===== config.mk =====
export PLATFORM = sky130hd
export DESIGN_NAME = up_pointer_regs
export DESIGN_NICKNAME = d
export VERILOG_FILES = /design/src/common/up_isa_pkg.sv /design/src/common/up_ctrl_pkg.sv /design/src/up_core/up_pointer_regs.sv
export SDC_FILE = /design/constraint.sdc
export NUM_CORES = 1
export LEC_CHECK = 0
export ABC_AREA = 1
export BUFFER_PORTS_ARGS = -buffer_cell sky130_fd_sc_hd__buf_4
export CORE_UTILIZATION = 38
export CTS_CLUSTER_SIZE = 25
export DETAILED_ROUTE_END_ITERATION = 8
export PLACE_DENSITY = 0.77
export RECOVER_POWER = 50
export SLEW_MARGIN = 20
export SYNTH_ARGS = -nofsm -noshare
export SYNTH_HDL_FRONTEND = slang
export SYNTH_SLANG_ARGS = --single-unit

===== constraint.sdc =====
create_clock -name clk -period 0.8 [get_ports clk]
set_input_delay 0.08 -clock clk [delete_from_list [all_inputs] [get_ports clk]]
set_output_delay 0.08 -clock clk [all_outputs]
set_load 0.05 [all_outputs]

===== src/common/up_isa_pkg.sv =====
package up_isa_pkg;

   //////////////////////////////
   // Widths and sizes
   //////////////////////////////

   // One width serves data and addresses.
   localparam int DATA_W   = 8;
   localparam int OP_W     = 4;
   localparam int MEM_SIZE = 256;

   // Execution starts at the high nibble of byte 4, right after the boot values.
   localparam logic [DATA_W-1:0] PC_RESET   = 8'h08;
   localparam logic [DATA_W-1:0] SP_RESET   = 8'hFF;
   localparam logic [DATA_W-1:0] INT_VECTOR = 8'h00;

   //////////////////////////////
   // Opcodes
   //////////////////////////////

   typedef enum logic [OP_W-1:0] {
      OP_ADD   = 4'h0,
      OP_SUB   = 4'h1,
      OP_MUL   = 4'h2,
      OP_NAND  = 4'h3,
      OP_SW01  = 4'h4,
      OP_SW12  = 4'h5,
      OP_SW23  = 4'h6,
      OP_BE    = 4'h7,
      OP_POPC  = 4'h8,
      OP_PUSHC = 4'h9,
      OP_POP   = 4'hA,
      OP_PUSH  = 4'hB,
      OP_LDW   = 4'hC,
      OP_STW   = 4'hD,
      OP_REF   = 4'hE,
      OP_INT   = 4'hF
   } up_op_e;

endpackage


===== src/common/up_ctrl_pkg.sv =====
package up_ctrl_pkg;
   import up_isa_pkg::*;

   typedef enum logic [3:0] {
      LOAD_0 = 4'h0,
      LOAD_1 = 4'h1,
      LOAD_2 = 4'h2,
      LOAD_3 = 4'h3,
      LOAD_4 = 4'h4,
      FETCH  = 4'h5,
      DECODE = 4'h6,
      EXEC_1 = 4'h7,
      EXEC_2 = 4'h8,
      EXEC_3 = 4'h9,
      INT_1  = 4'hA,
      INT_2  = 4'hB,
      INT_3  = 4'hC,
      INT_4  = 4'hD
   } up_state_e;

   // What drives the result bus in a given cycle.
   typedef enum logic [4:0] {
      SRC_CONST, SRC_FETCH_ADDR, SRC_PC, SRC_PC_INC,
      SRC_ADD, SRC_SUB, SRC_MUL, SRC_NAND,
      SRC_X01, SRC_X12, SRC_X23,
      SRC_R2, SRC_R3,
      SRC_SP, SRC_SP_INC, SRC_SP_DEC,
      SRC_MEM
   } up_src_e;

   typedef struct packed {
      up_src_e    src;
      logic [1:0] konst;
      logic       ir_we;
      logic       pc_we;
      logic       sp_we;
      logic       rb_we;
      logic       rb_from_mem;
      logic [1:0] rb_idx;
      logic       mem_we;
      logic       ale;
   } up_ctrl_t;

   typedef struct packed {
      logic [DATA_W-1:0] r0;
      logic [DATA_W-1:0] r1;
      logic [DATA_W-1:0] r2;
      logic [DATA_W-1:0] r3;
   } up_regs_t;

endpackage


===== src/up_core/up_pointer_regs.sv =====
`timescale 1ns/1ps

module up_pointer_regs
   import up_isa_pkg::*;
   import up_ctrl_pkg::*;
(
   input  logic              clk,
   input  logic              nRst,
   input  up_ctrl_t          ctrl,
   input  logic [DATA_W-1:0] result,
   output logic [DATA_W-1:0] pc,
   output logic [DATA_W-1:0] sp,
   output logic [DATA_W-1:0] addr
);

   always_ff @(posedge clk or negedge nRst) begin
      if (!nRst) begin
         pc   <= PC_RESET;
         sp   <= SP_RESET;
         addr <= '0;
      end else begin
         if (ctrl.pc_we)
            pc <= result;
         if (ctrl.sp_we)
            sp <= result;
         if (ctrl.ale)
            addr <= result;
      end
   end

   // Only one value is on the result bus, so pc and sp never load together.
   a_pc_sp_excl: assert property (@(posedge clk) disable iff (!nRst)
      !(ctrl.pc_we && ctrl.sp_we));

endmodule


* Word level (Yosys, flattened, before mapping)
Index checks and enable logic that the tools add are counted.
Storage, ports and cells: logic and storage cells 3, register bits after elaboration 24

* Depth between registers and ports, before layout
depth in word-level cells 0, gate-level depth with buffers 4, mapped depth without buffers 3

* Least setup slack after synthesis
OpenSTA, ideal clock, no wires.
kind register to register, start point register, netlist name sp[5], end point register sp[5], slack -0.061 ns, setup time 0.060 ns, cell stages (with the launch flop) 3, required time 0.740 ns, clock period less this slack 0.861 ns, data arrival time 0.801 ns, path buffers 0, path through dfstp_2 > nand2_1 > nand2_1
RTL lines:
- to (signal assigned) | line up_pointer_regs.sv:25 | sp <= result;
- to (decl) | line up_pointer_regs.sv:12 | output logic [DATA_W-1:0] sp,

* Worst setup path in the final report
start point register sp[5], end point output port sp[5]
No word-level cell between the ends.

==> impl_metrics.ini <==
[status]
outcome = finished, violations left
violations = setup timing

[power_and_ir_drop]
power.total_mw = 3.06
internal-power_mw = 2.01
switching_share = 0.344
switchingPower_mw = 1.06
p_per_area_nw_per_um2 = 2050
leakagePower_nw = 0.765
p_comb_frac = 0.315
clockPowerShare = 0.211
ir_drop_uv = 1270
pwr-share-seq = 0.474

[yosys]
synth_edf_count = 0
synth_most_common_cell = nand2_1
ys_seq_area_frac = 0.660
syn_nets = 128
syn_area_um2 = 927
ys_top_cells_by_area = dfrtp_1 40%, nand2_1 29%, dfstp_2 26%
async_flop_share = 1.00
postSynthCellCount = 102
synth_flop_cell = dfrtp_1
synth-seq-cells = 24
synth_top_cell_by_area = dfrtp_1
ys_types = 5
yosysWarnings = 0
synth_top_area_frac = 0.405
synth_commonest_cells = 72 x nand2_1, 15 x dfrtp_1, 9 x dfstp_2
avgSynthCellArea_um2 = 9.09

[floorplanning]
rows = 17
fp.dieW_um = 51.4
die_area_um2 = 2640
ioPinCount = 50
die_y_um = 51.4
core_area_um2 = 2250
start_util = 0.411

[timing]
slew_headroom = 0.615
setup_violations = 25
clock_skew_ns = 0
hold_viol = 0
report.final.slew_viol_count = 0
fin_crit_ns = 1.14
rsz0062_at_grt = true
worst_pin_slew_ns = 0.577
max_freq_mhz = 880
post-route-period-util = 1.42
timing.final.ws_setup_ns = -0.337

[route]
drc_errors = 0
vias_per_cell = 4.75
drtIter0Drc = 12
routed_wl_um = 2550
dr_total_vias = 845
wl_per_cell_um = 14.3
route.antenna.remaining_nets = 0
firstDrtPassIters = 4

[worst_setup_path]
crit_family = flip-flops
crit_required_ns = 0.72
rrSetupSlack_ns = -0.01
critPathMaxFanout = 2
worstPathCellList = buf_8
end_kind = output pin
crit_buf_inv = 1
rr_worst_depth = 3
critPathLaunch = sp[5]
cp_slowest_stage_delay_ns = 0.58
cp.arrival_ns = 1.06
startpoint_type = flop
r2r-end = sp[6]
worst-setup-path-type = flop to output pin
cpMaxStageDelayCell = dfstp_2
r2r_start = sp[6]

[hold_path]
hp-class = input pin to flop
whs_path_depth = 3
min_to = sp[7]
hold_start = ctrl[6]

[clock_tree]
clk_latency_ns = 0.31
cts_sinks = 24
cts_buffers = 3
htreeDepth = 1
path_clk_slew_ns = 0.13
cts_tree = built
cts_root_buf = clkbuf_4
clockBufferDepth = 2

[finish]
regArea_um2 = 631
final_layout_size_suffix_gt1_frac = 0.460
multi_input_comb_area_um2 = 273
n_antenna_cell = 0
layout.nets = 177
fill_cells = 155
area_growth_pct = 60.9
final-instance-count-excl-fill = 178

[placement]
hpwl_um = 1570
port_buffers = 36
gp_congestion = 0.736
dp_cells = 163

[global_routing]
grt_use_total = 0.200
grt-ovfl-total = 0
antenna_found_initial = 0
grt_max_degree = 25
grt_pass1_vias = 884
grt_first_pass_wirelength_um = 3770

[run]
max-cap-violations = 0
-- power by group through the flow --
| stage | logic [mW] | clock network (mW) | registers (mW) |
|---|---|---|---|
| floorplan | 0.136 | 0 | 1.83 |
| global placement | 0.792 | 0 | 1.44 |
| detailed placement | 0.808 | 0 | 1.44 |
| CTS | 0.950 | 0.651 | 1.45 |
| global route | 1.01 | 0.701 | 1.47 |
| finish | 0.966 | 0.645 | 1.45 |
-- logic make-up after synthesis --
kind of cell | after synthesis | share of synthesized area
flops | 24 | 0.660
buf+inv | 6 | 0.0486
simple gates | 72 | 0.291
-- worst register-to-register path: cells and delay by family (launching register included) --
kind	cells	cell delay, ns
buffers and inverters	1	0.09
DFF	1	0.58
and+or+nand+nor	2	0.09
-- cells in the final DEF (no fill, tap or decap), drive strengths merged --
cell type    instances
nand2               72
buf                 36
dfrtp               15
dlygate4sd3         10
dfstp                9
clkbuf               5
inv                  3
-- timing repair --
item | in CTS | in global routing
setup buffers | 1 | 0
hold buffers | 10 | 0
pin swaps | 0 | 1
gates cloned | 0 | 0
endpoints found under the setup margin | 24 | 31
resized for setup | 32 | 4
endpoints found under the hold margin | 47 | 0
-- registers in the layout (all words and copies together), names as in the netlist --
signal and flops:
pc 8, addr 8, sp 8
-- per-layer routing --
metal | part of all wire | global-route usage | up-vias
met2 | 0.51 | 0.364 | 35
met3 | 0.052 | 0.0179 | 7
li1 | - | - | 403
met5 | 0 | 0 | -
met4 | 0.030 | 0.104 | 0
met1 | 0.41 | 0.230 | 400
-- layout make-up --
cell class / count / area share
sequential: 24 / 0.423
timing repair buffer: 47 / 0.337
multi-input combinational: 72 / 0.183
clock buffer: 4 / 0.0243
tap: 28 / 0.0235
inverter: 3 / 0.00923
-- through the flow --
| stage | hold slack (ns) | TNS (ns) | utilization | setup WS (ns) | area, um2 |
|---|---|---|---|---|---|
| after detailed placement | -0.00737 | 0 | 0.540 | 0.0107 | 1220 |
| after global routing | 0.00564 | -6.49 | 0.661 | -0.369 | 1490 |
| final | 0.00354 | -5.62 | 0.661 | -0.337 | 1490 |
| after global placement | -0.0170 | 0 | 0.540 | 0.0157 | 1220 |
| after CTS | 0.00340 | -5.71 | 0.657 | -0.332 | 1480 |
| after floorplan | -0.216 | -0.535 | - | -0.0594 | 946 |
-- how the worst max path moves through the flow --
stage	end	slack, ns	cells after the start
finish	sp[5]	-0.34	1
floorplan	sp[5]	-0.06	2
global placement	sp[1]	0.02	1
global route	sp[5]	-0.37	1
CTS	sp[3]	-0.33	1
detailed placement	sp[3]	0.01	1
(Power assumes the default switching activity.)
