File: src/common/up_isa_pkg.sv
package up_isa_pkg;

   //////////////////////////////
   // Widths and sizes
   //////////////////////////////

   // One width serves data and addresses.
   localparam int DATA_W   = 8;
   localparam int OP_W     = 4;
   localparam int MEM_SIZE = 256;

   // Execution starts at the high nibble of byte 4, right after the boot values.
   localparam logic [DATA_W-1:0] PC_RESET   = 8'h08;
   localparam logic [DATA_W-1:0] SP_RESET   = 8'hFF;
   localparam logic [DATA_W-1:0] INT_VECTOR = 8'h00;

   //////////////////////////////
   // Opcodes
   //////////////////////////////

   typedef enum logic [OP_W-1:0] {
      OP_ADD   = 4'h0,
      OP_SUB   = 4'h1,
      OP_MUL   = 4'h2,
      OP_NAND  = 4'h3,
      OP_SW01  = 4'h4,
      OP_SW12  = 4'h5,
      OP_SW23  = 4'h6,
      OP_BE    = 4'h7,
      OP_POPC  = 4'h8,
      OP_PUSHC = 4'h9,
      OP_POP   = 4'hA,
      OP_PUSH  = 4'hB,
      OP_LDW   = 4'hC,
      OP_STW   = 4'hD,
      OP_REF   = 4'hE,
      OP_INT   = 4'hF
   } up_op_e;

endpackage

File: src/common/up_ctrl_pkg.sv
package up_ctrl_pkg;
   import up_isa_pkg::*;

   typedef enum logic [3:0] {
      LOAD_0 = 4'h0,
      LOAD_1 = 4'h1,
      LOAD_2 = 4'h2,
      LOAD_3 = 4'h3,
      LOAD_4 = 4'h4,
      FETCH  = 4'h5,
      DECODE = 4'h6,
      EXEC_1 = 4'h7,
      EXEC_2 = 4'h8,
      EXEC_3 = 4'h9,
      INT_1  = 4'hA,
      INT_2  = 4'hB,
      INT_3  = 4'hC,
      INT_4  = 4'hD
   } up_state_e;

   // What drives the result bus in a given cycle.
   typedef enum logic [4:0] {
      SRC_CONST, SRC_FETCH_ADDR, SRC_PC, SRC_PC_INC,
      SRC_ADD, SRC_SUB, SRC_MUL, SRC_NAND,
      SRC_X01, SRC_X12, SRC_X23,
      SRC_R2, SRC_R3,
      SRC_SP, SRC_SP_INC, SRC_SP_DEC,
      SRC_MEM
   } up_src_e;

   typedef struct packed {
      up_src_e    src;
      logic [1:0] konst;
      logic       ir_we;
      logic       pc_we;
      logic       sp_we;
      logic       rb_we;
      logic       rb_from_mem;
      logic [1:0] rb_idx;
      logic       mem_we;
      logic       ale;
   } up_ctrl_t;

   typedef struct packed {
      logic [DATA_W-1:0] r0;
      logic [DATA_W-1:0] r1;
      logic [DATA_W-1:0] r2;
      logic [DATA_W-1:0] r3;
   } up_regs_t;

endpackage

File: src/up_core/up_regfile.sv
`timescale 1ns/1ps

module up_regfile
   import up_isa_pkg::*;
   import up_ctrl_pkg::*;
(
   input  logic              clk,
   input  logic              nRst,
   input  up_ctrl_t          ctrl,
   input  logic [DATA_W-1:0] rd_data,
   input  logic [DATA_W-1:0] result,
   output up_regs_t          regs
);

   logic [DATA_W-1:0] wr_data;

   // Boot, POP, LDW and REF take the memory byte directly.
   assign wr_data = ctrl.rb_from_mem ? rd_data : result;

   always_ff @(posedge clk or negedge nRst) begin
      if (!nRst) begin
         regs <= '0;
      end else if (ctrl.rb_we) begin
         case (ctrl.rb_idx)
            2'd0:    regs.r0 <= wr_data;
            2'd1:    regs.r1 <= wr_data;
            2'd2:    regs.r2 <= wr_data;
            default: regs.r3 <= wr_data;
         endcase
      end
   end

endmodule

File: config.mk
export PLATFORM = sky130hd
export DESIGN_NAME = up_regfile
export DESIGN_NICKNAME = d
export VERILOG_FILES = /design/src/common/up_isa_pkg.sv /design/src/common/up_ctrl_pkg.sv /design/src/up_core/up_regfile.sv
export SDC_FILE = /design/constraint.sdc
export NUM_CORES = 1
export LEC_CHECK = 0
export ABC_AREA = 1
export BUFFER_PORTS_ARGS = -buffer_cell sky130_fd_sc_hd__buf_4
export CORE_ASPECT_RATIO = 0.7
export CORE_MARGIN = 1
export CORE_UTILIZATION = 40
export CTS_CLUSTER_SIZE = 20
export DETAILED_ROUTE_END_ITERATION = 12
export PLACE_DENSITY = 0.71
export SYNTH_ARGS = -nofsm -noshare
export SYNTH_HDL_FRONTEND = slang
export SYNTH_SLANG_ARGS = --single-unit
File: constraint.sdc
create_clock -name clk -period 0.8 [get_ports clk]
set_input_delay 0.04 -clock clk [delete_from_list [all_inputs] [get_ports clk]]
set_output_delay 0.04 -clock clk [all_outputs]
set_load 0.05 [all_outputs]
## Yosys cells after proc, flatten, opt, wreduce, memory -nomap -nowiden

Index checks and enable logic that the tools add are counted.

| operators by class | value |
|---|---|
| equal/unequal tests | 2 |
| multiplexer cells | 1 |
| bitwise logic cells | 1 |
| reduce and logical (&&, ||, !) cells | 6 |

Operators with widths:

| kind | count |
|---|---|
| 8-bit two-way mux | 1 |
| 2-bit AND reduction | 4 |
| 3-bit OR reduction | 1 |
| 2-bit by 1-bit equality test with 1-bit output (second input constant) | 1 |
| 2-bit equality test (second input constant) | 1 |
| 2-bit logical NOT | 1 |
| 1-bit inverter | 1 |

| word-level totals | value |
|---|---|
| register bits after elaboration | 32 |
| input port bits | 34 |
| output and inout bits | 32 |

## Longest topological paths before layout

Gate-level depths: netlist (run 1).

| depth | value |
|---|---|
| depth in word-level cells | 4 |
| depth in mapped cells | 6 |

## Least setup slack after synthesis (run 1)

Ideal clock, no wire load.

| path | value |
|---|---|
| path kind | flip-flop to flip-flop |
| start | register, netlist name regs[0] |
| end | register regs[0] (netlist name) |
| arrival time | 0.718 ns |
| slack | -0.036 ns |
| cell stages (with the launch flop) | 3 |
| path buffers | 0 |
| clock period less this slack | 0.836 ns |
| cell sequence | dfrtp_1 > nand2_1 > nand2_1 |

RTL lines:

| item | RTL line | source |
|---|---|---|
| to (decl) | up_regfile.sv:12 | `output up_regs_t regs` |

## Worst setup path in the final report (run 1)

| path | value |
|---|---|
| start | register regs[22] (netlist name) |
| end | output port regs[22] (netlist name) |

No word-level cell between the ends.

==> results of run 1 <==
[final cells by class]
| type | instances | share of cell area, % |
|---|---|---|
| Timing Repair Buffer | 61 | 28.2 |
| Clock buffer | 8 | 4.32 |
| Sequential cell | 32 | 40.3 |
| Tap cell | 38 | 2.28 |
| Inverter | 4 | 0.719 |
| Multi-Input combinational cell | 130 | 24.2 |
[through the flow]
| stage | utilization (%) | cells | cell area (sq um) | setup slack [ns] | power, mW |
|---|---|---|---|---|---|
| 6_report | 65.9 | 273 | 2090 | -0.106 | 5.59 |
| 4_1_cts | 65.6 | 272 | 2080 | -0.106 | 5.61 |
| 3_3_place_gp | 58.0 | 261 | 1840 | -0.00689 | 4.05 |
| 3_5_place_dp | 58.0 | 261 | 1840 | -0.0345 | 4.07 |
| 5_1_grt | 65.9 | 273 | 2090 | -0.125 | 5.85 |
| 2_1_floorplan | - | 168 | 1370 | 0.0451 | 3.39 |
[what timing repair did]
item                                    4_1_cts  5_1_grt
endpoints found under the hold margin        32        0
resized for setup                            34        0
buffers inserted                              2        1
hold buffers                                  1        0
endpoints found under the setup margin       32       32
[kinds of logic after synthesis]
family,count (synthesis),synth area share (%)
simple gates,130,38.0
flops,32,60.2
buf+inv,6,1.88
[Yosys cell counts]
| cell type | number | area [sq um] |
|---|---|---|
| nand2_1 | 123 | 462 |
| inv_1 | 3 | 11.3 |
| nor2_2 | 3 | 18.8 |
| dfrtp_1 | 32 | 801 |
| nand3_2 | 1 | 10.0 |
| nand3_1 | 3 | 15.0 |
| buf_2 | 2 | 10.0 |
| inv_2 | 1 | 3.75 |
[routing by layer]
layer	track usage (%)	vias to the layer above
li1	-	637
met1	32.6	581
met2	33.5	58
met3	7.23	7
met4	10.0	0
met5	0	-
[power by group]
group	switching [mW]	internal, mW
Clock	0.561	0.700
Sequential	0.215	1.94
Combinational	1.40	0.777
[worst reg2reg max path, delay by kind of cell (launching register included)]
| family | cells | cell delay, ns |
|---|---|---|
| flops | 1 | 0.41 |
| buf+inv | 1 | 0.13 |
| simple gates | 2 | 0.12 |
[path summary, 6_finish.rpt]
| check | from | to | slack [ns] |
|---|---|---|---|
| min in group asynchronous | nRst | regs[27] | 0.23 |
| max | regs[22] | regs[22] | -0.11 |
| min | ctrl[3] | regs[21] | 0.10 |
| max in group asynchronous | nRst | regs[13] | 0.25 |
| min reg2reg | regs[31] | regs[31] | 0.50 |
| max reg2reg | regs[10] | regs[10] | 0.02 |
==> impl_metrics.ini, run 1 <==
[synthesis]
syn_avg_cell_area_sq_um = 7.92
synth_area_sq_mm = 0.00133
synth_nets = 202
synth-seq-cells = 32
synth_cells = 168
yosysWarnings = 0
yosysUniqueCellTypes = 8
yosysSeqAreaShare_pct = 60.2

[critical_path]
worstPathMaxFanout = 2
startpoint_type = register
critical_path_class = reg2out
crit_arrival_ns = 0.87
crit_chain = buf_6
worstSetupEndpointType = output port
critPathTopFamily = flip-flops
worstPathRequired_ns = 0.76
r2r_cells = 3
cp_num_cells = 1
crit_slowest_cell = dfrtp_2
critPathMaxStageDelay_ns = 0.42
critPathBufInv = 1

[floorplan]
die_area_sq_mm = 0.00357
start_util_pct = 42.0
fp.coreArea_sq_mm = 0.00317
num_rows = 17
die_height_um = 50.3
num_io_pins = 66
die_x_um = 71.0

[route]
routed_wl_um = 3590
topRoutingLayerUsed = met4
m1WireLength_um = 1750
via_count = 1283
wire_per_inst_um = 13.2
viasPerCell = 4.70
met2_wirelength_um = 1480
drc_errors = 3
drt_iter0_drc = 103
ant_nets = 0
wl_met3_um = 294
firstDrtPassIters = 9

[grt]
grt_pass1_wl_um = 6000
grt_antenna_before_repair = 0
overflow = 0
grt_pass1_vias = 1260
grtUsageTotal_pct = 23.3
grt_max_degree = 33

[sta]
rsz0062_at_grt = yes
setup_tns_ns = -2.84
max_freq_mhz = 1100
setup_viol = 32
setup_slack_ns = -0.106
max_slew_margin_pct = 72.8
finalMaxSlewViolations = 0
fin_crit_sh_pct = 113
final_hold_viol_count = 0
period_needed_ns = 0.906
tightestPinTransition_ns = 0.409
finClkSkew_ns = 0
holdWs_ns = 0.104

[clock_tree]
cts_root_buf = clkbuf_8
cts.clk_slew.worst_paths_ns = 0.06
cts.htree.levels = 2
cts_sinks = 32
cts_tree = done
cts_buffers = 5
ctsLongestPathBuffers = 2
insertion_delay_ns = 0.28

[final_layout]
fin_nets = 268
nFillCells = 284
multi_input_area_sq_um = 505
top_register = regs
regArea_sq_um = 841
largest_reg_flops = 32
synthToLayoutAreaGrowth_pct = 56.8
reg.largest.list = regs: 32 flops
final_cell_mix = 123 x nand2_1, 32 x dfrtp_2, 30 x buf_6
mostFrequentLayoutCell = nand2_1
drive_gt1_share_pct = 43.8
antenna_cells = 0

[outcome]
violations = DRC, setup timing
status = finished with violations

[placed_design]
dp_hpwl_um = 2540
io_buffers = 53
gp_congestion = 0.805

[worst_hold_path]
holdPathStages = 4
worstHoldPathType = in2reg

[pwr]
vdd_drop_max_uv = 1330
powerDensity_mw_per_mm2 = 2680
leakagePower_nw = 1.12

[flow_run]
drv_cap = 0
No activity file was read; power rests on OpenSTA's default activity.
==> run 2, diff against run 1 <==
CTS_BUF_LIST = sky130_fd_sc_hd__clkbuf_8   (was unset)
==> run 2 against run 1 <==
The run still ends with DRC, setup timing left. Global-route usage unchanged. Clock-buffer cell count down 2. Non-clock buffer count unchanged. Die area unchanged.
==> impl_metrics.ini, run 2 (synthesis results as in run 1) <==
[critical_path]
worstSetupEndpointType = output port
worstPathMaxFanout = 2
critPathTopFamily = flip-flops
crit_arrival_ns = 0.87
startpoint_type = register
crit_chain = buf_6
crit_slowest_cell = dfrtp_2
critPathMaxStageDelay_ns = 0.42
critical_path_class = reg2out
critPathBufInv = 1
worstPathRequired_ns = 0.76

[route]
routed_wl_um = 3600
drc_errors = 3
via_count = 1278
firstDrtPassIters = 9
viasPerCell = 4.68
ant_nets = 0
wire_per_inst_um = 13.2
drt_iter0_drc = 102

[sta]
rsz0062_at_grt = yes
finClkSkew_ns = 0
final_hold_viol_count = 0
finalMaxSlewViolations = 0
setup_tns_ns = -2.86
fin_crit_sh_pct = 113
tightestPinTransition_ns = 0.406
period_needed_ns = 0.908
max_slew_margin_pct = 73.0
max_freq_mhz = 1100
holdWs_ns = 0.104
setup_slack_ns = -0.108
setup_viol = 32

[grt]
grt_pass1_wl_um = 6000
grt_antenna_before_repair = 0
overflow = 0
grt_max_degree = 33
grt_pass1_vias = 1260
grtUsageTotal_pct = 23.3

[flow_run]
drv_cap = 0

[floorplan]
fp.coreArea_sq_mm = 0.00317
die_area_sq_mm = 0.00357
num_rows = 17
die_x_um = 71.0
num_io_pins = 66
start_util_pct = 42.0
die_height_um = 50.3

[clock_tree]
cts_root_buf = clkbuf_8
cts_sinks = 32
ctsLongestPathBuffers = 2
cts.htree.levels = 2
cts_tree = done
cts.clk_slew.worst_paths_ns = 0.06
insertion_delay_ns = 0.28
cts_buffers = 5

[pwr]
netSwitchingFraction_pct = 39.1
vdd_drop_max_uv = 1340
p_int_mw = 3.39
seqPwrFrac_pct = 38.7
powerDensity_mw_per_mm2 = 2670
leakagePower_nw = 1.13
power_switching_mw = 2.18
combPwrFrac_pct = 39.1
power_frac_clock_pct = 22.3

[final_layout]
top_register = regs
drive_gt1_share_pct = 43.8
final_cell_mix = 123 x nand2_1, 32 x dfrtp_2, 30 x buf_6
synthToLayoutAreaGrowth_pct = 56.8
largest_reg_flops = 32
final_core_util_pct = 65.9
mostFrequentLayoutCell = nand2_1
antenna_cells = 0
reg.largest.list = regs: 32 flops
fin_nets = 268
post-route-cell-area_sq_mm = 0.00209

[outcome]
status = finished with violations
violations = DRC, setup timing

[placed_design]
io_buffers = 53
dp_hpwl_um = 2540
placed_cell_area_sq_mm = 0.00184
gp_congestion = 0.805

[worst_hold_path]
worstHoldPathType = in2reg
[run 2: cell types whose count changed in the layout (fill, tap and decap cells not counted)]
| cell | change |
|---|---|
| clkbuf_1 | -2 |
| inv_1 | +2 |
[run 2: metal layers]
layer / wire length [um] / GRT usage [%]
met1: 1790 / 32.6
met2: 1490 / 33.5
met4: 65 / 10.0
met5: 0 / 0
met3: 258 / 7.23
[run 2: cell type report]
cell class,instances,area [sq um]
Sequential cell,32,841
Clock inverter,2,7.51
Fill cell,284,1080
Multi-Input combinational cell,130,505
Timing Repair Buffer,61,588
Clock buffer,6,82.6
Tap cell,38,47.5
Inverter,4,15.0
[run 2: final timing paths]
kind | startpoint | endpoint | slack [ns] | cells after the start
min in group asynchronous | nRst | regs[12] | 0.23 | 2
min | ctrl[2] | regs[26] | 0.10 | 4
min reg2reg | regs[31] | regs[31] | 0.50 | 2
max in group asynchronous | nRst | regs[5] | 0.25 | 2
max | regs[22] | regs[22] | -0.11 | 1
max reg2reg | regs[10] | regs[10] | 0.02 | 3
[run 2: metrics by stage]
step | setup WS [ns] | cells | power (mW)
finish | -0.108 | 273 | 5.57
global route | -0.126 | 273 | 5.83
CTS | -0.106 | 272 | 5.58
detailed placement | -0.0345 | 261 | 4.07
global placement | -0.00689 | 261 | 4.05
floorplan | 0.0451 | 168 | 3.39
[run 2: timing repair]
action                                  CTS  global route
setup buffers                             2             1
endpoints found under the setup margin   32            32
gates resized for setup                  34             0
hold buffers                              1             0
gates cloned                              0             0
endpoints found under the hold margin    32             0
[run 2: power by group through the flow]
stage / Combinational [mW] / Sequential, mW / Clock, mW
floorplan: 0.317 / 3.07 / 0
global placement: 1.93 / 2.12 / 0
detailed placement: 1.96 / 2.11 / 0
CTS: 2.17 / 2.15 / 1.26
global route: 2.30 / 2.19 / 1.34
finish: 2.18 / 2.15 / 1.24
