[src/common/up_isa_pkg.sv]
package up_isa_pkg;

   //////////////////////////////
   // Widths and sizes
   //////////////////////////////

   // One width serves data and addresses.
   localparam int DATA_W   = 8;
   localparam int OP_W     = 4;
   localparam int MEM_SIZE = 256;

   // Execution starts at the high nibble of byte 4, right after the boot values.
   localparam logic [DATA_W-1:0] PC_RESET   = 8'h08;
   localparam logic [DATA_W-1:0] SP_RESET   = 8'hFF;
   localparam logic [DATA_W-1:0] INT_VECTOR = 8'h00;

   //////////////////////////////
   // Opcodes
   //////////////////////////////

   typedef enum logic [OP_W-1:0] {
      OP_ADD   = 4'h0,
      OP_SUB   = 4'h1,
      OP_MUL   = 4'h2,
      OP_NAND  = 4'h3,
      OP_SW01  = 4'h4,
      OP_SW12  = 4'h5,
      OP_SW23  = 4'h6,
      OP_BE    = 4'h7,
      OP_POPC  = 4'h8,
      OP_PUSHC = 4'h9,
      OP_POP   = 4'hA,
      OP_PUSH  = 4'hB,
      OP_LDW   = 4'hC,
      OP_STW   = 4'hD,
      OP_REF   = 4'hE,
      OP_INT   = 4'hF
   } up_op_e;

endpackage

[src/common/up_ctrl_pkg.sv]
package up_ctrl_pkg;
   import up_isa_pkg::*;

   typedef enum logic [3:0] {
      LOAD_0 = 4'h0,
      LOAD_1 = 4'h1,
      LOAD_2 = 4'h2,
      LOAD_3 = 4'h3,
      LOAD_4 = 4'h4,
      FETCH  = 4'h5,
      DECODE = 4'h6,
      EXEC_1 = 4'h7,
      EXEC_2 = 4'h8,
      EXEC_3 = 4'h9,
      INT_1  = 4'hA,
      INT_2  = 4'hB,
      INT_3  = 4'hC,
      INT_4  = 4'hD
   } up_state_e;

   // What drives the result bus in a given cycle.
   typedef enum logic [4:0] {
      SRC_CONST, SRC_FETCH_ADDR, SRC_PC, SRC_PC_INC,
      SRC_ADD, SRC_SUB, SRC_MUL, SRC_NAND,
      SRC_X01, SRC_X12, SRC_X23,
      SRC_R2, SRC_R3,
      SRC_SP, SRC_SP_INC, SRC_SP_DEC,
      SRC_MEM
   } up_src_e;

   typedef struct packed {
      up_src_e    src;
      logic [1:0] konst;
      logic       ir_we;
      logic       pc_we;
      logic       sp_we;
      logic       rb_we;
      logic       rb_from_mem;
      logic [1:0] rb_idx;
      logic       mem_we;
      logic       ale;
   } up_ctrl_t;

   typedef struct packed {
      logic [DATA_W-1:0] r0;
      logic [DATA_W-1:0] r1;
      logic [DATA_W-1:0] r2;
      logic [DATA_W-1:0] r3;
   } up_regs_t;

endpackage

[src/up_core/up_sequencer.sv]
`timescale 1ns/1ps

module up_sequencer
   import up_isa_pkg::*;
   import up_ctrl_pkg::*;
(
   input  logic              clk,
   input  logic              nRst,
   input  up_regs_t          regs,
   input  logic [DATA_W-1:0] rd_data,
   input  logic              pc0,
   input  logic              int_go,
   output up_ctrl_t          ctrl,
   output logic              int_toggle,
   output logic              int_enter,
   output logic              int_leave
);

   up_state_e  state;
   up_state_e  state_nxt;
   up_op_e     ir;
   logic       zero;
   up_src_e    swap_src;
   logic [1:0] swap_idx;

   assign zero = (regs.r1 == regs.r2);

   // A swap is three xor steps on a register pair, lower index first.
   always_comb begin
      swap_src = SRC_X01;
      swap_idx = 2'd0;
      if (ir == OP_SW12) begin
         swap_src = SRC_X12;
         swap_idx = 2'd1;
      end else if (ir == OP_SW23) begin
         swap_src = SRC_X23;
         swap_idx = 2'd2;
      end
   end

   //////////////////////////////
   // Next state
   //////////////////////////////

   always_comb begin
      state_nxt = FETCH;
      case (state)
         LOAD_0: state_nxt = LOAD_1;
         LOAD_1: state_nxt = LOAD_2;
         LOAD_2: state_nxt = LOAD_3;
         LOAD_3: state_nxt = LOAD_4;
         FETCH:  state_nxt = int_go ? INT_1 : DECODE;
         DECODE: state_nxt = EXEC_1;
         EXEC_1: begin
            if (!(ir inside {OP_ADD, OP_SUB, OP_MUL, OP_NAND, OP_BE, OP_INT}))
               state_nxt = EXEC_2;
         end
         EXEC_2: begin
            if (ir inside {OP_SW01, OP_SW12, OP_SW23, OP_PUSHC, OP_PUSH})
               state_nxt = EXEC_3;
         end
         INT_1:  state_nxt = INT_2;
         INT_2:  state_nxt = INT_3;
         INT_3:  state_nxt = INT_4;
         default: state_nxt = FETCH;
      endcase
   end

   //////////////////////////////
   // Control word
   //////////////////////////////

   always_comb begin
      ctrl       = '0;
      ctrl.src   = SRC_CONST;
      int_toggle = 1'b0;
      int_enter  = 1'b0;
      int_leave  = 1'b0;
      case (state)
         LOAD_0: ctrl.ale = 1'b1;
         // Boot byte address follows the state encoding.
         LOAD_1, LOAD_2, LOAD_3: begin
            ctrl.konst       = 2'(state);
            ctrl.ale         = 1'b1;
            ctrl.rb_we       = 1'b1;
            ctrl.rb_from_mem = 1'b1;
            ctrl.rb_idx      = 2'(state - LOAD_1);
         end
         LOAD_4: begin
            ctrl.src         = SRC_FETCH_ADDR;
            ctrl.ale         = 1'b1;
            ctrl.rb_we       = 1'b1;
            ctrl.rb_from_mem = 1'b1;
            ctrl.rb_idx      = 2'd3;
         end
         FETCH: begin
            ctrl.src = SRC_FETCH_ADDR;
            ctrl.ale = 1'b1;
         end
         DECODE: begin
            ctrl.src   = SRC_PC_INC;
            ctrl.pc_we = 1'b1;
            ctrl.ir_we = 1'b1;
         end
         EXEC_1: begin
            case (ir)
               OP_ADD:  ctrl.src = SRC_ADD;
               OP_SUB:  ctrl.src = SRC_SUB;
               OP_MUL:  ctrl.src = SRC_MUL;
               OP_NAND: ctrl.src = SRC_NAND;
               OP_SW01, OP_SW12, OP_SW23: begin
                  ctrl.src    = swap_src;
                  ctrl.rb_idx = swap_idx;
               end
               OP_BE: begin
                  ctrl.src   = SRC_R3;
                  ctrl.pc_we = zero;
               end
               OP_POPC, OP_POP: begin
                  ctrl.src   = SRC_SP_INC;
                  ctrl.sp_we = 1'b1;
                  ctrl.ale   = 1'b1;
                  int_leave  = (ir == OP_POPC);
               end
               OP_PUSHC, OP_PUSH: begin
                  ctrl.src = SRC_SP;
                  ctrl.ale = 1'b1;
               end
               OP_LDW, OP_STW: begin
                  ctrl.src = SRC_R3;
                  ctrl.ale = 1'b1;
               end
               OP_REF:  ctrl.ale = 1'b1;
               default: int_toggle = 1'b1;
            endcase
            ctrl.rb_we = (ir inside {OP_ADD, OP_SUB, OP_MUL, OP_NAND,
                                     OP_SW01, OP_SW12, OP_SW23});
         end
         EXEC_2: begin
            case (ir)
               OP_SW01, OP_SW12, OP_SW23: begin
                  ctrl.src    = swap_src;
                  ctrl.rb_we  = 1'b1;
                  ctrl.rb_idx = swap_idx + 2'd1;
               end
               OP_POPC: begin
                  ctrl.src   = SRC_MEM;
                  ctrl.pc_we = 1'b1;
               end
               OP_PUSHC, OP_PUSH: begin
                  ctrl.src   = SRC_SP_DEC;
                  ctrl.sp_we = 1'b1;
               end
               OP_POP, OP_LDW, OP_REF: begin
                  ctrl.rb_we       = 1'b1;
                  ctrl.rb_from_mem = 1'b1;
                  ctrl.rb_idx      = (ir == OP_REF) ? 2'd0 : 2'd2;
               end
               OP_STW: begin
                  ctrl.src    = SRC_R2;
                  ctrl.mem_we = 1'b1;
               end
               default: ;
            endcase
         end
         EXEC_3: begin
            case (ir)
               OP_PUSH: begin
                  ctrl.src    = SRC_R2;
                  ctrl.mem_we = 1'b1;
               end
               OP_PUSHC: begin
                  ctrl.src    = SRC_PC;
                  ctrl.mem_we = 1'b1;
               end
               default: begin
                  ctrl.src    = swap_src;
                  ctrl.rb_we  = 1'b1;
                  ctrl.rb_idx = swap_idx;
               end
            endcase
         end
         INT_1: begin
            ctrl.src  = SRC_SP;
            ctrl.ale  = 1'b1;
            int_enter = 1'b1;
         end
         INT_2: begin
            ctrl.src    = SRC_PC;
            ctrl.mem_we = 1'b1;
         end
         INT_3: begin
            ctrl.src   = SRC_SP_DEC;
            ctrl.sp_we = 1'b1;
         end
         INT_4: begin
            ctrl.konst = 2'(INT_VECTOR);
            ctrl.pc_we = 1'b1;
         end
         default: ;
      endcase
   end

   always_ff @(posedge clk or negedge nRst) begin
      if (!nRst) begin
         state <= LOAD_0;
         ir    <= OP_ADD;
      end else begin
         state <= state_nxt;
         // The pc has not moved yet, so bit 0 still picks the nibble.
         if (ctrl.ir_we)
            ir <= up_op_e'(pc0 ? rd_data[OP_W-1:0] : rd_data[DATA_W-1:OP_W]);
      end
   end

   a_state_legal: assert property (@(posedge clk) disable iff (!nRst)
      state inside {[LOAD_0:INT_4]});

   a_fetch_no_store: assert property (@(posedge clk) disable iff (!nRst)
      !(ctrl.ir_we && ctrl.mem_we));

endmodule

[config.mk]
export PLATFORM = sky130hd
export DESIGN_NAME = up_sequencer
export DESIGN_NICKNAME = d
export VERILOG_FILES = /design/src/common/up_isa_pkg.sv /design/src/common/up_ctrl_pkg.sv /design/src/up_core/up_sequencer.sv
export SDC_FILE = /design/constraint.sdc
export NUM_CORES = 1
export LEC_CHECK = 0
export ABC_AREA = 1
export BUFFER_PORTS_ARGS = -buffer_cell sky130_fd_sc_hd__buf_4
export CORE_MARGIN = 5
export CORE_UTILIZATION = 41
export CTS_BUF_LIST = sky130_fd_sc_hd__clkbuf_16
export CTS_CLUSTER_SIZE = 28
export DETAILED_ROUTE_END_ITERATION = 10
export PLACE_DENSITY = 0.86
export SKIP_CTS_REPAIR_TIMING = 1
export SYNTH_ARGS = -nofsm -noshare
export SYNTH_HDL_FRONTEND = slang
export SYNTH_SLANG_ARGS = --single-unit
[constraint.sdc]
create_clock -name clk -period 1.75 [get_ports clk]
set_clock_uncertainty 0.2 [all_clocks]
set_input_delay 0.2625 -clock clk [delete_from_list [all_inputs] [get_ports clk]]
set_output_delay 0.2625 -clock clk [all_outputs]
set_load 0.02 [all_outputs]
# Yosys cells after proc, flatten, opt, wreduce, memory -nomap -nowiden
# Index checks and enable logic that the tools add are counted.
dict set report word_totals {
  n_memories 0
  out_inout_bits 19
  rom_bits 0
  latch_bits 0
  mem_bits_rw 0
  inputBits 44
  regBits 8
}
dict set report op_classes {
  order_cmp 0
  mux 40
  n_bitwise 0
  multipliers 0
  div_mod_pow 0
  reduce_logical 18
  shift 0
  eq_ne 29
  addsub 2
}
# operator n
set ops {}
lappend ops {{5-bit one-hot mux with 8 select lines} 2}
lappend ops {{4-bit equality test, second input constant} 14}
lappend ops {{4-bit one-hot mux with 11 select lines} 1}
lappend ops {{4-bit by 3-bit equality test with 1-bit output, second input constant} 8}
lappend ops {{5-bit one-hot mux with 4 select lines} 1}
lappend ops {{4-bit by 2-bit equality test with 1-bit output, second input constant} 4}
lappend ops {{4-bit two-way mux} 4}
lappend ops {{1-bit two-way mux} 15}
lappend ops {{15-bit OR reduction} 1}
lappend ops {{2-bit two-way mux} 7}
lappend ops {{7-bit OR reduction} 2}
lappend ops {{3-bit OR reduction} 4}
lappend ops {{2-bit one-hot mux with 5 select lines} 1}
lappend ops {{5-bit one-hot mux with 2 select lines} 1}
lappend ops {{1-bit one-hot mux with 3 select lines} 3}
lappend ops {{4-bit by 1-bit equality test with 1-bit output, second input constant} 2}
lappend ops {{8-bit equality test} 1}
lappend ops {{4-bit logical NOT} 2}
lappend ops {{2-bit OR reduction} 4}
lappend ops {{7-bit nonzero test} 1}
lappend ops {{6-bit nonzero test} 1}
lappend ops {{6-bit OR reduction} 1}
lappend ops {{5-bit two-way mux} 1}
lappend ops {{5-bit nonzero test} 1}
lappend ops {{other kinds (6)} 7}

# Longest topological paths before layout
# Gate-level depths: netlist (run 1).
dict set report depth {
  word_depth 6
  mapped_depth 9
  ltp_nobuf 8
}

# Worst setup path after synthesis (run 1)
# No wires, ideal clock.
dict set report synth_path {
  path_type {reg-to-output}
  startpoint {reg state[0]}
  endpoint {out ctrl[5] in the netlist's numbering}
  path_buffers 0
  path_stages_with_launch 9
  path_slack_ns -0.070
  arrival_ns 1.357
  required_time_ns 1.287
  path_cell_list {dfrtp_1 > inv_1 > ha_1 > nor2_1 > nand2_1 > nand2_1 > inv_1 > nor2_1 > nand3_1}
}
# element line
set synth_rtl {}
lappend synth_rtl {{start, declared} up_sequencer.sv:19} ;# up_state_e state;
lappend synth_rtl {{start signal, assigned} up_sequencer.sv:209} ;# state <= state_nxt;
lappend synth_rtl {{end, declared} up_sequencer.sv:13} ;# output up_ctrl_t ctrl,

==> impl_metrics.json, run 1 <==
{
  "outcome": "complete, but fails checks",
  "failed_checks": "negative setup slack",
  "grt_max_degree": 11,
  "placed_cell_area_um2": 1792,
  "gp_congestion": 0.9772,
  "synthArstFlopShare": 1.000,
  "die_h_um": 63.62,
  "routed_wl_um": 4695,
  "period_minus_slack_ns": 2.170,
  "leakage_nw": 1.152,
  "drc": 0,
  "regArea_um2": 203.9,
  "setup_violations": 19,
  "n_fill_cell": 198,
  "ant_nets": 0,
  "vias_per_cell": 5.195,
  "worst_slack_ns": -0.4205,
  "multi_input_area_um2": 937.1,
  "ys_types": 21,
  "synth_seq_cells": 8,
  "worstPathMaxFanout": 7,
  "clk_path_buf_depth": 2,
  "crit_path_end_kind": "output port",
  "finalCritPeriodShare": 1.240,
  "post-dp-hpwl_um": 3241,
  "core.rowCount": 19,
  "power.density_nw_per_um2": 1822,
  "syn_avg_cell_area_um2": 5.238,
  "diodes": 0,
  "ir_worst_vdd_v": 0.001723,
  "synth_area_um2": 1179,
  "cts_buffers": 3,
  "overflow": 0,
  "die_area_um2": 4047,
  "cts.sinks": 8,
  "syn_nets": 273,
  "pin_count": 63,
  "synthCells": 225,
  "initial_core_util": 0.4274,
  "synth_edf_count": 0,
  "routedWlPerCell_um": 14.10,
  "drt_first_iter_violations": 107,
  "slew_headroom": 0.8402,
  "fmax_mhz": 460.7,
  "critPathKind": "flip-flop to output port",
  "root_buffer": "clkbuf_16",
  "io_buffer_count": 46,
  "synth_top_area_frac": 0.2325,
  "critical_path_required_ns": 1.29,
  "die_w_um": 63.62,
  "antenna_found_initial": 0,
  "fin_area_um2": 2046,
  "yosysWarnings": 0,
  "startpoint_type": "flip-flop",
  "grt_pass1_vias": 1522,
  "tightest_slew_ns": 0.2372,
  "synth_area_leaders": "nand2_1, dfrtp_1, inv_1, nor2_1, nand3_1",
  "place_ws_ns": -0.2406,
  "clock_latency_ns": 0.23,
  "drive_gt1_frac": 0.3907,
  "ys_top_cells_by_count": "nand2_1, inv_1, nor2_1",
  "dr.pass1.iters": 5,
  "drv_cap": 0,
  "slew_violations": 0,
  "cp.arrival_ns": 1.71,
  "ys.flop_type": "dfrtp_1",
  "clk_pin_slew_ns": 0.04,
  "hold_class": "input port to flip-flop",
  "grt_use_total": 0.1870,
  "yosysSeqAreaShare": 0.1699,
  "synth_area_leader_cell": "nand2_1",
  "fin_cells": 333,
  "vias": 1730,
  "core_area_um2": 2758,
  "grt_pass1_wl_um": 6272,
  "htreeDepth": 1,
  "final_nets": 352,
  "hold_viol_final": 0,
  "place_inst": 325,
  "synthToLayoutAreaGrowth_pct": 73.57,
  "cts_tree": "done",
  "rsz0062_at_grt": "yes",
  "synth.most_common_cell": "nand2_1"
}
-- critical path, cell delays in order, from the launching register on --
cell     delay (ns)
dfrtp_2        0.43
ha_2           0.25
nand3_4        0.13
a21oi_2        0.21
nand2_1        0.13
nand3_1        0.16
buf_4          0.17
-- routing by layer --
metal  vias to the layer above  part of all wire  global-route usage
met3                        19             0.089             0.03908
met4                         0             0.042             0.08312
li1                        854                 -                   -
met5                         -                 0                   0
met2                        96              0.48              0.3033
met1                       761              0.39              0.2350
-- layout by cell type (no fill, tap or decap), drive strengths merged --
master and count:
nand3 21, nand4 5, a21oi 5, nand3b 1
a31oi 1, buf 78, ha 4, nand2 73
o21ai 18, xnor2 3, o211ai 4, inv 42
nor3 2, nor2 33, dlygate4sd3 1, clkbuf 3
dfrtp 8
-- flip-flops by register name (all words and copies together) (netlist names) --
register	cells
state	4
ir	4
-- where the power goes --
group          internal [W]  switching (W)  leakage, nW
clock              0.000295      0.0000909       0.0370
combinational       0.00122        0.00167         1.02
sequential         0.000289       0.000160       0.0932
total               0.00181        0.00192         1.15
-- per-stage QoR --
step	total power (W)	hold slack, ns	TNS, ns	util
6_report	0.003727	0.08187	-5.133	0.7418
5_1_grt	0.003997	0.09654	-6.525	0.7418
4_1_cts	0.003259	-0.3576	-6.408	0.6770
3_5_place_dp	0.002854	-0.1124	-2.105	0.6497
3_3_place_gp	0.002802	-0.1147	-1.595	0.6497
2_1_floorplan	0.001829	-0.2331	-0.08773	-
-- cell families after synthesis --
kind of cell               after synthesis  share of synthesized area
buffers and inverters                   47                     0.1560
xor gates and xnor gates                 3                    0.02230
and+or+nand+nor                        135                     0.4809
DFF                                      8                     0.1698
AOI/OAI and AO/OA                       28                     0.1285
adders and majority gates                4                    0.04246
-- layout make-up --
class / instances / share of cell area
multi-input cells: 170 / 0.4581
repair buffers: 79 / 0.3046
flip-flops and latches: 8 / 0.09969
inverters: 42 / 0.08196
clock buffers: 3 / 0.03670
well taps: 31 / 0.01896
-- path summary, 6_finish.rpt --
check	startpoint	to	slack (ns)	cells past startpoint
worst min register to register	state[3]	state[1]	0.48	2
worst max register to register	state[0]	state[2]	0	9
min in group asynchronous	nRst	state[1]	0.20	2
worst max-delay path	state[1]	ctrl[13]	-0.42	6
max in group asynchronous	nRst	state[0]	1.01	2
worst min-delay path	int_go	state[3]	0.08	3
Power figures use the tool's default switching activity.
==> inputs of run 2 (changes only) <==
--- a/config.mk
+++ b/config.mk
@@ -7,12 +7,14 @@
 export LEC_CHECK = 0
 export ABC_AREA = 1
 export BUFFER_PORTS_ARGS = -buffer_cell sky130_fd_sc_hd__buf_4
+export CELL_PAD_IN_SITES_DETAIL_PLACEMENT = 1
+export CELL_PAD_IN_SITES_GLOBAL_PLACEMENT = 1
 export CORE_MARGIN = 5
-export CORE_UTILIZATION = 41
+export CORE_UTILIZATION = 25
 export CTS_BUF_LIST = sky130_fd_sc_hd__clkbuf_16
 export CTS_CLUSTER_SIZE = 28
 export DETAILED_ROUTE_END_ITERATION = 10
-export PLACE_DENSITY = 0.86
+export PLACE_DENSITY = 0.85
 export SKIP_CTS_REPAIR_TIMING = 1
 export SYNTH_ARGS = -nofsm -noshare
 export SYNTH_HDL_FRONTEND = slang
==> impl_metrics.json, run 2 (synthesized netlist as in run 1, its figures left out) <==
{
  "outcome": "complete, but fails checks",
  "failed_checks": "negative setup slack",
  "swShare": 0.5163,
  "final_nets": 369,
  "cts.sinks": 8,
  "r2r_cells": 9,
  "reg.largest.list": "ir: 4 flops, state: 4 flops",
  "worstSetupStartpoint": "state[1]",
  "htreeDepth": 1,
  "synthToLayoutAreaGrowth_pct": 105.4,
  "clk_pin_slew_ns": 0.04,
  "finalCritPeriodShare": 1.247,
  "final_cell_mix": "buf_4, nand2_1, inv_1, buf_6, nor2_1",
  "die_h_um": 78.66,
  "clock_latency_ns": 0.24,
  "startpoint_type": "flip-flop",
  "diodes": 0,
  "vias_per_cell": 5.185,
  "power.density_nw_per_um2": 1879,
  "met2_usage": 0.3124,
  "tightest_slew_ns": 0.3185,
  "grt_use_total": 0.1722,
  "root_buffer": "clkbuf_16",
  "rr_startpoint": "state[0]",
  "ant_nets": 0,
  "setup.worst_path.end": "ctrl[5]",
  "hold_class": "input port to flip-flop",
  "drt_first_iter_violations": 74,
  "routed_wl_um": 6712,
  "fin_setup_tns_ns": -6.224,
  "clk_path_buf_depth": 2,
  "routedWlPerCell_um": 17.99,
  "drv_cap": 0,
  "dr.pass1.iters": 4,
  "worst_slack_ns": -0.4327,
  "grt_pass1_vias": 1925,
  "drive_gt1_frac": 0.4984,
  "io_buffer_count": 46,
  "drc": 0,
  "place_inst": 356,
  "p_clk_frac": 0.088,
  "power.share.sequential": 0.105,
  "die_area_um2": 6187,
  "cts_tree": "done",
  "grt_max_degree": 11,
  "r2r-end": "state[2]",
  "hold_viol_final": 0,
  "setup_violations": 22,
  "pin_count": 63,
  "layout_commonest_cell": "buf_4",
  "leakage_nw": 1.292,
  "post-dp-hpwl_um": 4215,
  "cts_buffers": 3,
  "rsz0062_at_grt": "yes",
  "internal_power_w": 0.002200,
  "core_area_um2": 4661,
  "die_w_um": 78.66,
  "power.switching_w": 0.002349,
  "vias": 1934,
  "placed_cell_area_um2": 1881,
  "grt_pass1_wl_um": 8411,
  "core.rowCount": 25,
  "critical_path_required_ns": 1.29,
  "slew_headroom": 0.7854,
  "grt_busiest_layer": "met2",
  "initial_core_util": 0.2529,
  "r2r_setup_slack_ns": -0.04,
  "grt_util_met3": 0.01950,
  "slew_violations": 0,
  "gr-usage-met1": 0.2001,
  "fin_cells": 373,
  "fin_area_um2": 2421,
  "critPathKind": "flip-flop to output port",
  "gp_congestion": 0.8791,
  "worstPathMaxFanout": 4,
  "overflow": 0,
  "ir_worst_vdd_v": 0.001346,
  "antenna_found_initial": 0,
  "fmax_mhz": 458.1,
  "p_comb_frac": 0.807,
  "period_minus_slack_ns": 2.183,
  "cp.arrival_ns": 1.72,
  "n_fill_cell": 617,
  "crit_path_end_kind": "output port"
}
-- run 2: cell types whose count changed in the layout (fill, tap and decap cells not counted), moves of 3 or more --
cell	delta
nor2_2	+4
nor2_4	+4
nor2_1	-8
buf_6	+18
nand2_2	+4
nand2_4	+3
nand2_1	-7
-- run 2: worst min path at each step --
stage	from	end	cells after the start
after floorplan	nRst	ir[0]	0
after global placement	nRst	state[0]	1
after detailed placement	nRst	state[0]	1
after CTS	nRst	state[1]	1
after global routing	int_go	state[3]	3
final	int_go	state[3]	3
-- run 2: critical path: stages, from the launching register on --
cell and delay (ns):
dfrtp_2 0.44, inv_4 0.07, ha_4 0.19, nor2_4 0.12
nand2_2 0.07, nand2_4 0.08, inv_2 0.05, nor2_4 0.20
nand3_2 0.11, buf_6 0.14
-- run 2: routing by layer --
layer	vias to the layer above	share of wire
li1	893	-
met1	948	0.39
met2	74	0.52
met3	19	0.048
met4	0	0.038
met5	-	0
-- run 2: cell type report --
type                    instances  area [um^2]  share of cell area
multi-input cells             170         1080              0.4460
clock buffers                   3        75.07             0.03101
repair buffers                 96        818.3              0.3380
flip-flops and latches          8        205.2             0.08475
well taps                      54        67.56             0.02791
inverters                      42        175.2             0.07235
-- run 2: metrics by stage --
stage | hold WS (ns) | power (W) | util | setup slack, ns
final | 0.09136 | 0.004549 | 0.5195 | -0.4327
after global routing | 0.1024 | 0.004820 | 0.5195 | -0.5045
after CTS | -0.3600 | 0.003496 | 0.4196 | -0.5620
after detailed placement | -0.1091 | 0.003067 | 0.4035 | -0.2979
after global placement | -0.1124 | 0.002978 | 0.4035 | -0.1879
after floorplan | -0.2331 | 0.001829 | - | -0.03354
-- run 2: power groups by stage --
stage | registers, W | clock network, W | logic [W]
after floorplan | 0.000340 | 0 | 0.00149
after global placement | 0.000412 | 0 | 0.00257
after detailed placement | 0.000419 | 0 | 0.00265
after CTS | 0.000418 | 0.000399 | 0.00268
after global routing | 0.000490 | 0.000412 | 0.00392
final | 0.000479 | 0.000399 | 0.00367
==> inputs of run 3 (changes only) <==
--- a/config.mk
+++ b/config.mk
@@ -11,10 +11,11 @@
 export CELL_PAD_IN_SITES_GLOBAL_PLACEMENT = 1
 export CORE_MARGIN = 5
 export CORE_UTILIZATION = 25
-export CTS_BUF_LIST = sky130_fd_sc_hd__clkbuf_16
+export CTS_BUF_LIST = sky130_fd_sc_hd__clkbuf_4 sky130_fd_sc_hd__clkbuf_8 sky130_fd_sc_hd__clkbuf_16
 export CTS_CLUSTER_SIZE = 28
 export DETAILED_ROUTE_END_ITERATION = 10
 export PLACE_DENSITY = 0.85
+export REMOVE_ABC_BUFFERS = 1
 export SKIP_CTS_REPAIR_TIMING = 1
 export SYNTH_ARGS = -nofsm -noshare
 export SYNTH_HDL_FRONTEND = slang
==> impl_metrics.json, run 3 (synthesized netlist as in run 1, its figures left out) <==
{
  "overflow": 0,
  "p_clk_frac": 0.053,
  "clock_latency_ns": 0.23,
  "final_nets": 367,
  "antenna_found_initial": 0,
  "post-dp-hpwl_um": 4248,
  "fin_cells": 371,
  "place_inst": 363,
  "critical_path_required_ns": 1.29,
  "regArea_um2": 207.7,
  "drt_first_iter_violations": 85,
  "ant_nets": 0,
  "cpMaxStageDelayCell": "dfrtp_2",
  "drive_gt1_frac": 0.5016,
  "grt_pass1_vias": 1840,
  "routed_wl_um": 6158,
  "diodes": 0,
  "failed_checks": "negative setup slack",
  "pin_count": 63,
  "fin_setup_tns_ns": -5.858,
  "clk_pin_slew_ns": 0.04,
  "clk_path_buf_depth": 2,
  "swShare": 0.5258,
  "hold_viol_final": 0,
  "tightest_slew_ns": 0.2712,
  "gp_congestion": 0.8401,
  "multi_input_area_um2": 1049,
  "layout_commonest_cell": "buf_4",
  "crit_path_end_kind": "output port",
  "cts.sinks": 8,
  "die_h_um": 78.66,
  "grt_max_degree": 11,
  "worst_slack_ns": -0.4864,
  "crit_buf_inv": 4,
  "vias": 1825,
  "htreeDepth": 1,
  "dr.pass1.iters": 4,
  "root_buffer": "clkbuf_8",
  "internal_power_w": 0.002059,
  "slew_violations": 0,
  "die_w_um": 78.66,
  "core.rowCount": 25,
  "initial_core_util": 0.2529,
  "worstPathMaxFanout": 3,
  "vias_per_cell": 4.919,
  "core_area_um2": 4661,
  "period_minus_slack_ns": 2.236,
  "cts_buffers": 3,
  "power.density_nw_per_um2": 1850,
  "grt_use_total": 0.1626,
  "die_area_um2": 6187,
  "slew_headroom": 0.8185,
  "p_comb_frac": 0.828,
  "power.switching_w": 0.002283,
  "critPathKind": "flip-flop to output port",
  "cp.arrival_ns": 1.77,
  "power.share.sequential": 0.119,
  "drv_cap": 0,
  "max_stage_delay_ns": 0.45,
  "rsz0062_at_grt": "yes",
  "hold_class": "input port to flip-flop",
  "worst_path_dominant_cell_family": "flip-flops",
  "drc": 0,
  "leakage_nw": 1.253,
  "setup_violations": 22,
  "final_cell_mix": "buf_4, nand2_1, inv_1, buf_6, nor2_1",
  "startpoint_type": "flip-flop",
  "ir_worst_vdd_v": 0.001157,
  "fmax_mhz": 447.2,
  "grt_pass1_wl_um": 8100,
  "synthToLayoutAreaGrowth_pct": 99.15,
  "cp_cell_sequence": "inv_4 > ha_4 > buf_6 > inv_4 > nand2_2 > o21ai_2 > nand2_1 > nor2_1 > nand3_1 > buf_6",
  "reg.largest.list": "ir: 4 flops, state: 4 flops",
  "cts_tree": "done",
  "whs_ns": 0.07417,
  "routedWlPerCell_um": 16.60,
  "io_buffer_count": 46,
  "finalCritPeriodShare": 1.278,
  "outcome": "complete, but fails checks",
  "n_fill_cell": 622
}
run 3: cell types whose count changed in the layout (fill, tap and decap cells not counted), sizes merged:
cell and change:
buf -2
run 3: per-stage QoR:
stage                     cell area (um^2)  setup slack, ns    util  power (W)
final                                 2347          -0.4864  0.5036   0.004342
after detailed placement              1888          -0.2554  0.4051   0.003066
after global routing                  2347          -0.5491  0.5036   0.004624
after CTS                             1929          -0.5181  0.4140   0.003314
after global placement                1888          -0.2111  0.4051   0.002961
after floorplan                       1152         -0.06976       -   0.001700
run 3: power groups by stage:
stage | registers [W] | logic, W | clock network [W]
6_report | 0.000516 | 0.00360 | 0.000229
3_5_place_dp | 0.000424 | 0.00264 | 0
2_1_floorplan | 0.000404 | 0.00130 | 0
4_1_cts | 0.000424 | 0.00266 | 0.000230
5_1_grt | 0.000534 | 0.00385 | 0.000243
3_3_place_gp | 0.000412 | 0.00255 | 0
run 3: cell type report:
class                   count  area share
multi-input cells         170      0.4467
repair buffers             94      0.3417
flip-flops and latches      8     0.08849
inverters                  42     0.07676
well taps                  54     0.02878
clock buffers               3     0.01759
run 3: worst paths after layout:
path,from,to,slack [ns],depth (start not counted)
worst max-delay path,state[0],ctrl[11],-0.49,10
worst min-delay path,rd_data[7],ir[3],0.07,3
worst max register to register,state[1],state[2],-0.06,9
worst min register to register,ir[1],ir[1],0.53,2
max in group asynchronous,nRst,state[3],0.99,2
min in group asynchronous,nRst,state[0],0.21,2
run 3: tightest hold or removal path, stage by stage:
cell      delay, ns
buf_4          0.08
o211ai_1       0.06
o21ai_0        0.07
run 3: routing by layer:
metal	part of all wire	GRT usage	up-vias
met3	0.038	0.02179	14
met4	0.027	0.05070	0
met5	0	0	-
met1	0.42	0.1841	871
li1	-	-	891
met2	0.51	0.3098	49
